### src/verilog/cpu_pkg.sv
`default_nettype none

package cpu_pkg;

	//////////////////////////////////////////////////////////////////////
	// Bus widths and basic types
	//////////////////////////////////////////////////////////////////////

	localparam int DATA_W = 8;
	localparam int ADDR_W = 16;

	typedef logic [DATA_W-1:0] byte_t;
	typedef logic [ADDR_W-1:0] addr_t;

	// First opcode fetch after reset
	localparam addr_t RESET_PC = 16'h0200;

	//////////////////////////////////////////////////////////////////////
	// Standard 6502 opcode encodings
	//////////////////////////////////////////////////////////////////////

	// Immediate loads
	localparam byte_t OP_LDA_IMM = 8'hA9;
	localparam byte_t OP_LDX_IMM = 8'hA2;
	localparam byte_t OP_LDY_IMM = 8'hA0;

	// Immediate ALU operations on A
	localparam byte_t OP_ADC_IMM = 8'h69;
	localparam byte_t OP_AND_IMM = 8'h29;
	localparam byte_t OP_ORA_IMM = 8'h09;
	localparam byte_t OP_EOR_IMM = 8'h49;

	// Implied
	localparam byte_t OP_TAX     = 8'hAA;
	localparam byte_t OP_TAY     = 8'hA8;
	localparam byte_t OP_INX     = 8'hE8;
	localparam byte_t OP_INY     = 8'hC8;
	localparam byte_t OP_CLC     = 8'h18;
	localparam byte_t OP_SEC     = 8'h38;
	localparam byte_t OP_NOP     = 8'hEA;

	// Absolute stores and jump
	localparam byte_t OP_STA_ABS = 8'h8D;
	localparam byte_t OP_STX_ABS = 8'h8E;
	localparam byte_t OP_STY_ABS = 8'h8C;
	localparam byte_t OP_JMP_ABS = 8'h4C;

	//////////////////////////////////////////////////////////////////////
	// Control encodings
	//////////////////////////////////////////////////////////////////////

	// Shape of the cycle sequence after the opcode fetch
	typedef enum logic [1:0] {
		CLS_IMPLIED,
		CLS_IMM,
		CLS_STORE_ABS,
		CLS_JMP_ABS
	} instr_class_e;

	typedef enum logic [2:0] {
		ALU_PASS,
		ALU_ADC,
		ALU_AND,
		ALU_ORA,
		ALU_EOR,
		ALU_INC
	} alu_op_e;

	// REG_IMM is the operand byte read in the execute cycle
	typedef enum logic [1:0] {
		REG_A,
		REG_X,
		REG_Y,
		REG_IMM
	} reg_sel_e;

	typedef enum logic [1:0] {
		CARRY_KEEP,
		CARRY_ALU,
		CARRY_CLEAR,
		CARRY_SET
	} carry_ctl_e;

	typedef enum logic [1:0] {
		ST_OPCODE,
		ST_OPERAND_LO,
		ST_OPERAND_HI,
		ST_WRITE
	} cpu_state_e;

	// Decoded instruction in 12 bits
	typedef struct packed {
		instr_class_e cls;
		alu_op_e      alu_op;
		reg_sel_e     src_sel;
		reg_sel_e     dst_sel;
		logic         reg_write;
		carry_ctl_e   carry_ctl;
	} micro_ctrl_t;

	// One access per cycle that reads when we is low
	typedef struct packed {
		addr_t addr;
		byte_t wdata;
		logic  we;
	} mem_bus_t;

endpackage

`default_nettype wire
### src/verilog/cpu_top.sv
`default_nettype none

module cpu_top import cpu_pkg::*; (
	input  wire         phi0,
	input  wire         rst,
	input  wire byte_t  rdata,
	output mem_bus_t    bus,
	output logic        sync
);

	//////////////////////////////////////////////////////////////////////
	// Internal connections
	//////////////////////////////////////////////////////////////////////

	micro_ctrl_t ctrl;
	byte_t       opcode;
	byte_t       operand;
	logic        exec;
	byte_t       store_data;

	// ALU datapath
	byte_t       alu_a;
	byte_t       alu_b;
	byte_t       result;
	logic        carry_in;
	logic        carry_out;

	fetcher fetch (
		.phi0       (phi0),
		.rst        (rst),
		.rdata      (rdata),
		.ctrl       (ctrl),
		.store_data (store_data),
		.bus        (bus),
		.sync       (sync),
		.opcode     (opcode),
		.operand    (operand),
		.exec       (exec)
	);

	decoder decode (
		.opcode (opcode),
		.ctrl   (ctrl)
	);

	register_file regs (
		.phi0       (phi0),
		.rst        (rst),
		.ctrl       (ctrl),
		.exec       (exec),
		.operand    (operand),
		.result     (result),
		.carry_out  (carry_out),
		.alu_a      (alu_a),
		.alu_b      (alu_b),
		.carry_in   (carry_in),
		.store_data (store_data)
	);

	alu alu_core (
		.op        (ctrl.alu_op),
		.a         (alu_a),
		.b         (alu_b),
		.carry_in  (carry_in),
		.result    (result),
		.carry_out (carry_out)
	);

endmodule

`default_nettype wire

### src/verilog/fetcher.sv
`default_nettype none

module fetcher import cpu_pkg::*; (
	input  wire         phi0,
	input  wire         rst,
	input  wire byte_t  rdata,
	input  wire micro_ctrl_t ctrl,
	input  wire byte_t  store_data,
	output mem_bus_t    bus,
	output logic        sync,
	output byte_t       opcode,
	output byte_t       operand,
	output logic        exec
);

	//////////////////////////////////////////////////////////////////////
	// Sequencer state
	//////////////////////////////////////////////////////////////////////

	cpu_state_e state;
	addr_t      pc;

	// Absolute address gathered from the two operand bytes
	addr_t      op_addr;

	always_ff @(posedge phi0) begin
		if (rst) begin
			state <= ST_OPCODE;
			pc    <= RESET_PC;
		end else begin
			case (state)
				ST_OPCODE: begin
					pc    <= pc + 16'd1;
					state <= ST_OPERAND_LO;
				end
				ST_OPERAND_LO: begin
					// Implied re-reads the next opcode byte without consuming it
					if (ctrl.cls != CLS_IMPLIED) begin
						pc <= pc + 16'd1;
					end
					if (ctrl.cls == CLS_STORE_ABS || ctrl.cls == CLS_JMP_ABS) begin
						state <= ST_OPERAND_HI;
					end else begin
						state <= ST_OPCODE;
					end
				end
				ST_OPERAND_HI: begin
					if (ctrl.cls == CLS_JMP_ABS) begin
						pc    <= {rdata, op_addr[7:0]};
						state <= ST_OPCODE;
					end else begin
						pc    <= pc + 16'd1;
						state <= ST_WRITE;
					end
				end
				ST_WRITE: begin
					state <= ST_OPCODE;
				end
				default: begin
					state <= ST_OPCODE;
				end
			endcase
		end
	end

	//////////////////////////////////////////////////////////////////////
	// Opcode and operand address latches
	//////////////////////////////////////////////////////////////////////

	always_ff @(posedge phi0) begin
		if (sync) begin
			opcode <= rdata;
		end
		if (state == ST_OPERAND_LO) begin
			op_addr[7:0] <= rdata;
		end
		if (state == ST_OPERAND_HI) begin
			op_addr[15:8] <= rdata;
		end
	end

	// Immediate byte is on the bus in the execute cycle
	assign operand = rdata;

	assign exec = (state == ST_OPERAND_LO) &&
		(ctrl.cls == CLS_IMPLIED || ctrl.cls == CLS_IMM);

	// Opcode fetch marker held low in reset
	assign sync = (state == ST_OPCODE) && !rst;

	//////////////////////////////////////////////////////////////////////
	// Bus drive
	//////////////////////////////////////////////////////////////////////

	always_comb begin
		bus.addr  = (state == ST_WRITE) ? op_addr : pc;
		bus.wdata = store_data;
		bus.we    = (state == ST_WRITE);
	end

endmodule

`default_nettype wire

### src/verilog/register_file.sv
`default_nettype none

module register_file import cpu_pkg::*; (
	input  wire         phi0,
	input  wire         rst,
	input  wire micro_ctrl_t ctrl,
	input  wire         exec,
	input  wire byte_t  operand,
	input  wire byte_t  result,
	input  wire         carry_out,
	output byte_t       alu_a,
	output byte_t       alu_b,
	output logic        carry_in,
	output byte_t       store_data
);

	byte_t reg_a;
	byte_t reg_x;
	byte_t reg_y;
	logic  carry;

	// Read port shared by both ALU operands and the store path
	function automatic byte_t read_reg(reg_sel_e sel);
		case (sel)
			REG_A:   return reg_a;
			REG_X:   return reg_x;
			REG_Y:   return reg_y;
			default: return operand;
		endcase
	endfunction

	always_comb begin
		alu_a      = read_reg(ctrl.dst_sel);
		alu_b      = read_reg(ctrl.src_sel);
		store_data = read_reg(ctrl.src_sel);
	end

	assign carry_in = carry;

	always_ff @(posedge phi0) begin
		if (rst) begin
			reg_a <= '0;
			reg_x <= '0;
			reg_y <= '0;
			carry <= 1'b0;
		end else if (exec) begin
			if (ctrl.reg_write) begin
				case (ctrl.dst_sel)
					REG_A:   reg_a <= result;
					REG_X:   reg_x <= result;
					REG_Y:   reg_y <= result;
					default: ;
				endcase
			end
			case (ctrl.carry_ctl)
				CARRY_ALU:   carry <= carry_out;
				CARRY_CLEAR: carry <= 1'b0;
				CARRY_SET:   carry <= 1'b1;
				default:     ;
			endcase
		end
	end

endmodule

`default_nettype wire

### src/verilog/decoder.sv
`default_nettype none

module decoder import cpu_pkg::*; (
	input  wire byte_t  opcode,
	output micro_ctrl_t ctrl
);

	always_comb begin
		// Anything unlisted behaves as a two-cycle NOP
		ctrl.cls       = CLS_IMPLIED;
		ctrl.alu_op    = ALU_PASS;
		ctrl.src_sel   = REG_A;
		ctrl.dst_sel   = REG_A;
		ctrl.reg_write = 1'b0;
		ctrl.carry_ctl = CARRY_KEEP;

		case (opcode)
			// Immediate loads pass the operand through
			OP_LDA_IMM, OP_LDX_IMM, OP_LDY_IMM: begin
				ctrl.cls       = CLS_IMM;
				ctrl.src_sel   = REG_IMM;
				ctrl.reg_write = 1'b1;
				if (opcode == OP_LDX_IMM) begin
					ctrl.dst_sel = REG_X;
				end else if (opcode == OP_LDY_IMM) begin
					ctrl.dst_sel = REG_Y;
				end
			end

			// Accumulator operations with the operand byte
			OP_ADC_IMM: begin
				ctrl.cls       = CLS_IMM;
				ctrl.alu_op    = ALU_ADC;
				ctrl.src_sel   = REG_IMM;
				ctrl.reg_write = 1'b1;
				ctrl.carry_ctl = CARRY_ALU;
			end
			OP_AND_IMM, OP_ORA_IMM, OP_EOR_IMM: begin
				ctrl.cls       = CLS_IMM;
				ctrl.src_sel   = REG_IMM;
				ctrl.reg_write = 1'b1;
				case (opcode)
					OP_AND_IMM: ctrl.alu_op = ALU_AND;
					OP_ORA_IMM: ctrl.alu_op = ALU_ORA;
					default:    ctrl.alu_op = ALU_EOR;
				endcase
			end

			// Transfers from A
			OP_TAX, OP_TAY: begin
				ctrl.reg_write = 1'b1;
				ctrl.dst_sel   = (opcode == OP_TAX) ? REG_X : REG_Y;
			end

			// Index increments read and write the same register
			OP_INX, OP_INY: begin
				ctrl.alu_op    = ALU_INC;
				ctrl.reg_write = 1'b1;
				ctrl.src_sel   = (opcode == OP_INX) ? REG_X : REG_Y;
				ctrl.dst_sel   = (opcode == OP_INX) ? REG_X : REG_Y;
			end

			OP_CLC: ctrl.carry_ctl = CARRY_CLEAR;
			OP_SEC: ctrl.carry_ctl = CARRY_SET;
			OP_NOP: ;

			// Stores name the register to put on wdata
			OP_STA_ABS: ctrl.cls = CLS_STORE_ABS;
			OP_STX_ABS: begin
				ctrl.cls     = CLS_STORE_ABS;
				ctrl.src_sel = REG_X;
			end
			OP_STY_ABS: begin
				ctrl.cls     = CLS_STORE_ABS;
				ctrl.src_sel = REG_Y;
			end

			OP_JMP_ABS: ctrl.cls = CLS_JMP_ABS;

			default: ;
		endcase
	end

endmodule

`default_nettype wire

### src/verilog/alu.sv
`default_nettype none

module alu import cpu_pkg::*; (
	input  wire alu_op_e op,
	input  wire byte_t   a,
	input  wire byte_t   b,
	input  wire          carry_in,
	output byte_t        result,
	output logic         carry_out
);

	// Ninth bit is the carry of the add
	logic [DATA_W:0] sum;

	assign sum = {1'b0, a} + {1'b0, b} + {{DATA_W{1'b0}}, carry_in};

	always_comb begin
		carry_out = 1'b0;
		case (op)
			ALU_PASS: result = b;
			ALU_ADC: begin
				result    = sum[DATA_W-1:0];
				carry_out = sum[DATA_W];
			end
			ALU_AND: result = a & b;
			ALU_ORA: result = a | b;
			ALU_EOR: result = a ^ b;
			// Wraps without touching carry as INX and INY do
			ALU_INC: result = a + 8'd1;
			default: result = b;
		endcase
	end

endmodule

`default_nettype wire

### config.mk
export PLATFORM = sky130hd
export DESIGN_NAME = cpu_top
export DESIGN_NICKNAME = d
export VERILOG_FILES = /design/src/verilog/cpu_pkg.sv /design/src/verilog/cpu_top.sv /design/src/verilog/fetcher.sv /design/src/verilog/register_file.sv /design/src/verilog/decoder.sv /design/src/verilog/alu.sv
export SDC_FILE = /design/constraint.sdc
export NUM_CORES = 1
export LEC_CHECK = 0
export BUFFER_PORTS_ARGS = -buffer_cell sky130_fd_sc_hd__buf_2
export CAP_MARGIN = 30
export CORE_ASPECT_RATIO = 2
export CORE_UTILIZATION = 55
export DETAILED_ROUTE_END_ITERATION = 7
export GPL_ROUTABILITY_DRIVEN = 0
export PLACE_DENSITY = 0.71
export SLEW_MARGIN = 10
export SYNTH_ARGS = -nofsm -noshare
export SYNTH_HDL_FRONTEND = slang
export SYNTH_HIERARCHICAL = 1
export SYNTH_SLANG_ARGS = --single-unit
### constraint.sdc
create_clock -name phi0 -period 4.5 [get_ports phi0]
set_input_delay 0.675 -clock phi0 [delete_from_list [all_inputs] [get_ports phi0]]
set_output_delay 0.675 -clock phi0 [all_outputs]
set_load 0.02 [all_outputs]
==> results.yml <==
status:
  run_status: "finished, final reports clean"
placement:
  dpl.hpwl_um: 10100
  place_area_um2: 5200
  io_buffers: 35
  pre_cts_slack_ps: 343
  placed_cells: 646
finish:
  fin_area_um2: 5580
  drive_gt1_share_pct: 18.5
  fillCellCount: 786
  finalNetCount: 583
  fin_cells: 662
  final_common_cell: "dfxtp_1"
  layout_common_cells: "43 x dfxtp_1, 36 x nand2b_1, 35 x inv_1, 35 x buf_2, 33 x a21oi_1"
  syn2layout_area_growth_pct: 6.57
  diodes: 0
floorplan:
  io_pins: 36
  die_area_um2: 9930
  coreArea_um2: 9320
  die_width_um: 71.0
  initial_utilization_pct: 56.1
  rows: 50
  die-height_um: 140
run:
  cap_violations: 0
clock_tree:
  clock_sinks: 67
  cts-root-buf: "clkbuf_16"
  cts_buffers: 9
  cts_tree: "yes"
  clk_path_buf_depth: 2
  clk_latency_ps: 330
  clkSlewWorstSetupHoldPaths_ps: 50
  htreeDepth: 3
  post_cts_buffers: 0
timing:
  min_period_ps: 4210
  setup-tns-final_ps: 0
  maxSlewHeadroom_pct: 41.2
  fin_ws_ps: 290
  finalCritPeriodShare_pct: 93.6
  slew_violations: 0
  fmax_ghz: 0.238
  grt_setup_unrepaired: "false"
  finalHoldViolCount: 0
  setup_viol: 0
  tightest_slew_ps: 882
  finalClockSkew_ps: 6.99
detailed_routing:
  drt-pass1-iter-count: 7
  drt_wl_total_um: 13500
  vias: 4366
  viasPerCell: 6.60
  drt_iter0_markers: 208
  drc: 0
  wl_per_cell_um: 20.4
  antenna_left: 0
synth:
  synth_area_um2: 5230
  yosysSeqAreaShare_pct: 30.2
  synthArstFlopShare_pct: 0
  synth_area_per_cell_um2: 9.35
  synth_edf_count: 24
  yosys.cell_types.count: 80
  synthCells: 560
  synth_nets: 590
  synth_seq_cells: 67
  ys.warnings.count: 6
  ys.flop_type: "dfxtp_1"
pwr:
  irDropWorstVdd_mv: 0.255
  power_leakage_nw: 2.19
  powerDensity_nw_per_um2: 293
critical_path:
  path_delay_family: "compound AO/OA/AOI/OAI gates"
  cp.arrival_ps: 4450
  required_ps: 4740
  cp_slowest_stage_delay_ps: 590
  cpMostUsedCell: "a21oi_1"
  crit_chain: "nor4b_4, nand4_1, a21oi_1, buf_4, mux4_2, inv_1, ha_1, a211oi_1, o21bai_1, a21oi_1, xnor2_1, o22ai_1, nand2b_1, mux2i_1"
  critical_path_class: "flop to flop"
  crit_buf_inv: 2
  endpoint_kind: "flop"
  critPathLaunchType: "flop"
  cp_slowest_cell: "a211oi_1"
  crit_fanout: 12
grt:
  antenna_found_initial: 0
  grt_pass1_wl_um: 21500
  grt-ovfl-total: 0
  grt_pass1_vias: 4288
  grt_max_degree: 57
  grt_use_total_pct: 28.5
min_path:
  hp-class: "flop to flop"
## per-stage QoR
step	util, %	hold slack, ps	power (mW)
after global routing	59.8	516	1.68
after detailed placement	55.7	483	0.770
after global placement	55.7	469	0.767
after CTS	59.8	491	1.64
after floorplan	-	454	0.742
final	59.8	488	1.63
## cells in the mapped netlist (all sizes together), types with 9 or more instances
cell type | n | area [um^2]
buf | 51 | 362
dfxtp | 43 | 861
inv | 36 | 138
nand2b | 36 | 225
a21oi | 33 | 165
nor2 | 29 | 109
mux2i | 25 | 250
nand2 | 25 | 93.8
edfxtp | 24 | 721
o21ai | 23 | 115
nand3 | 19 | 95.1
ha | 18 | 225
mux4 | 16 | 372
mux2 | 13 | 146
nor3 | 10 | 50.1
a31oi | 9 | 56.3
and2 | 9 | 60.1
clkbuf | 9 | 33.8
nor2b | 9 | 56.3
## cells by family (layout without fill, tap and decap cells)
group / count (synthesis) / after routing / synth area share, %
AND/OR/NAND/NOR: 188 / 188 / 22.2
AO/OA/AOI/OAI: 125 / 125 / 16.0
buffers and inverters: 96 / 94 / 10.2
flip-flops: 67 / 67 / 30.2
multiplexers: 54 / 54 / 14.7
adder cells (fa/ha/maj): 20 / 20 / 5.07
XOR/XNOR: 10 / 10 / 1.67
## registers in the layout, indices dropped and copies added (netlist names)
register / cells
fetch/op_addr: 16
fetch/pc: 16
fetch/opcode: 8
regs/reg_a: 8
regs/reg_x: 8
regs/reg_y: 8
fetch/state: 2
regs/carry_in: 1
## report_power, final
part	total [mW]	switching [mW]	internal, mW
clock	0.875	0.262	0.613
sequential	0.660	0.0186	0.641
combinational	0.0991	0.0630	0.0360
## repair_timing
| item | in CTS | in global routing |
|---|---|---|
| setup endpoints to repair | 0 | 3 |
| hold buffers | 0 | 0 |
| resized for setup | 0 | 1 |
## path summary, 6_finish.rpt
check | slack (ps) | startpoint | cells past startpoint | end
worst max-delay path | 290 | fetch/opcode[1] | 14 | regs/reg_a[5]
worst min-delay path | 490 | regs/reg_a[7] | 2 | regs/reg_a[7]
worst max register to register | 290 | fetch/opcode[1] | 14 | regs/reg_a[5]
worst min register to register | 490 | regs/reg_a[7] | 2 | regs/reg_a[7]
## worst min-delay path, delay by kind of cell (launching register included)
| kind | cells | cell delay [ps] |
|---|---|---|
| AND/OR/NAND/NOR | 1 | 70 |
| flip-flops | 1 | 310 |
| multiplexers | 1 | 60 |
## metal layers
metal  part of all wire, %  up-vias  GRT usage, %  wire length, um
met5                     0        -             0                0
met4                   4.6        0          17.7              621
met3                   3.7       44          4.17              503
met2                    57      183          54.4             7640
met1                    35     2103          27.6             4720
li1                      -     2036             -                -
## cell type report
type | count | area (um^2) | area share (%)
Inverter | 36 | 138 | 2.47
Tap cell | 104 | 130 | 2.33
Clock buffer | 10 | 239 | 4.28
Clock inverter | 6 | 136 | 2.45
Multi-Input combinational cell | 397 | 3130 | 56.0
Sequential cell | 67 | 1580 | 28.4
Timing Repair Buffer | 42 | 228 | 4.08
(Power assumes the default switching activity.)
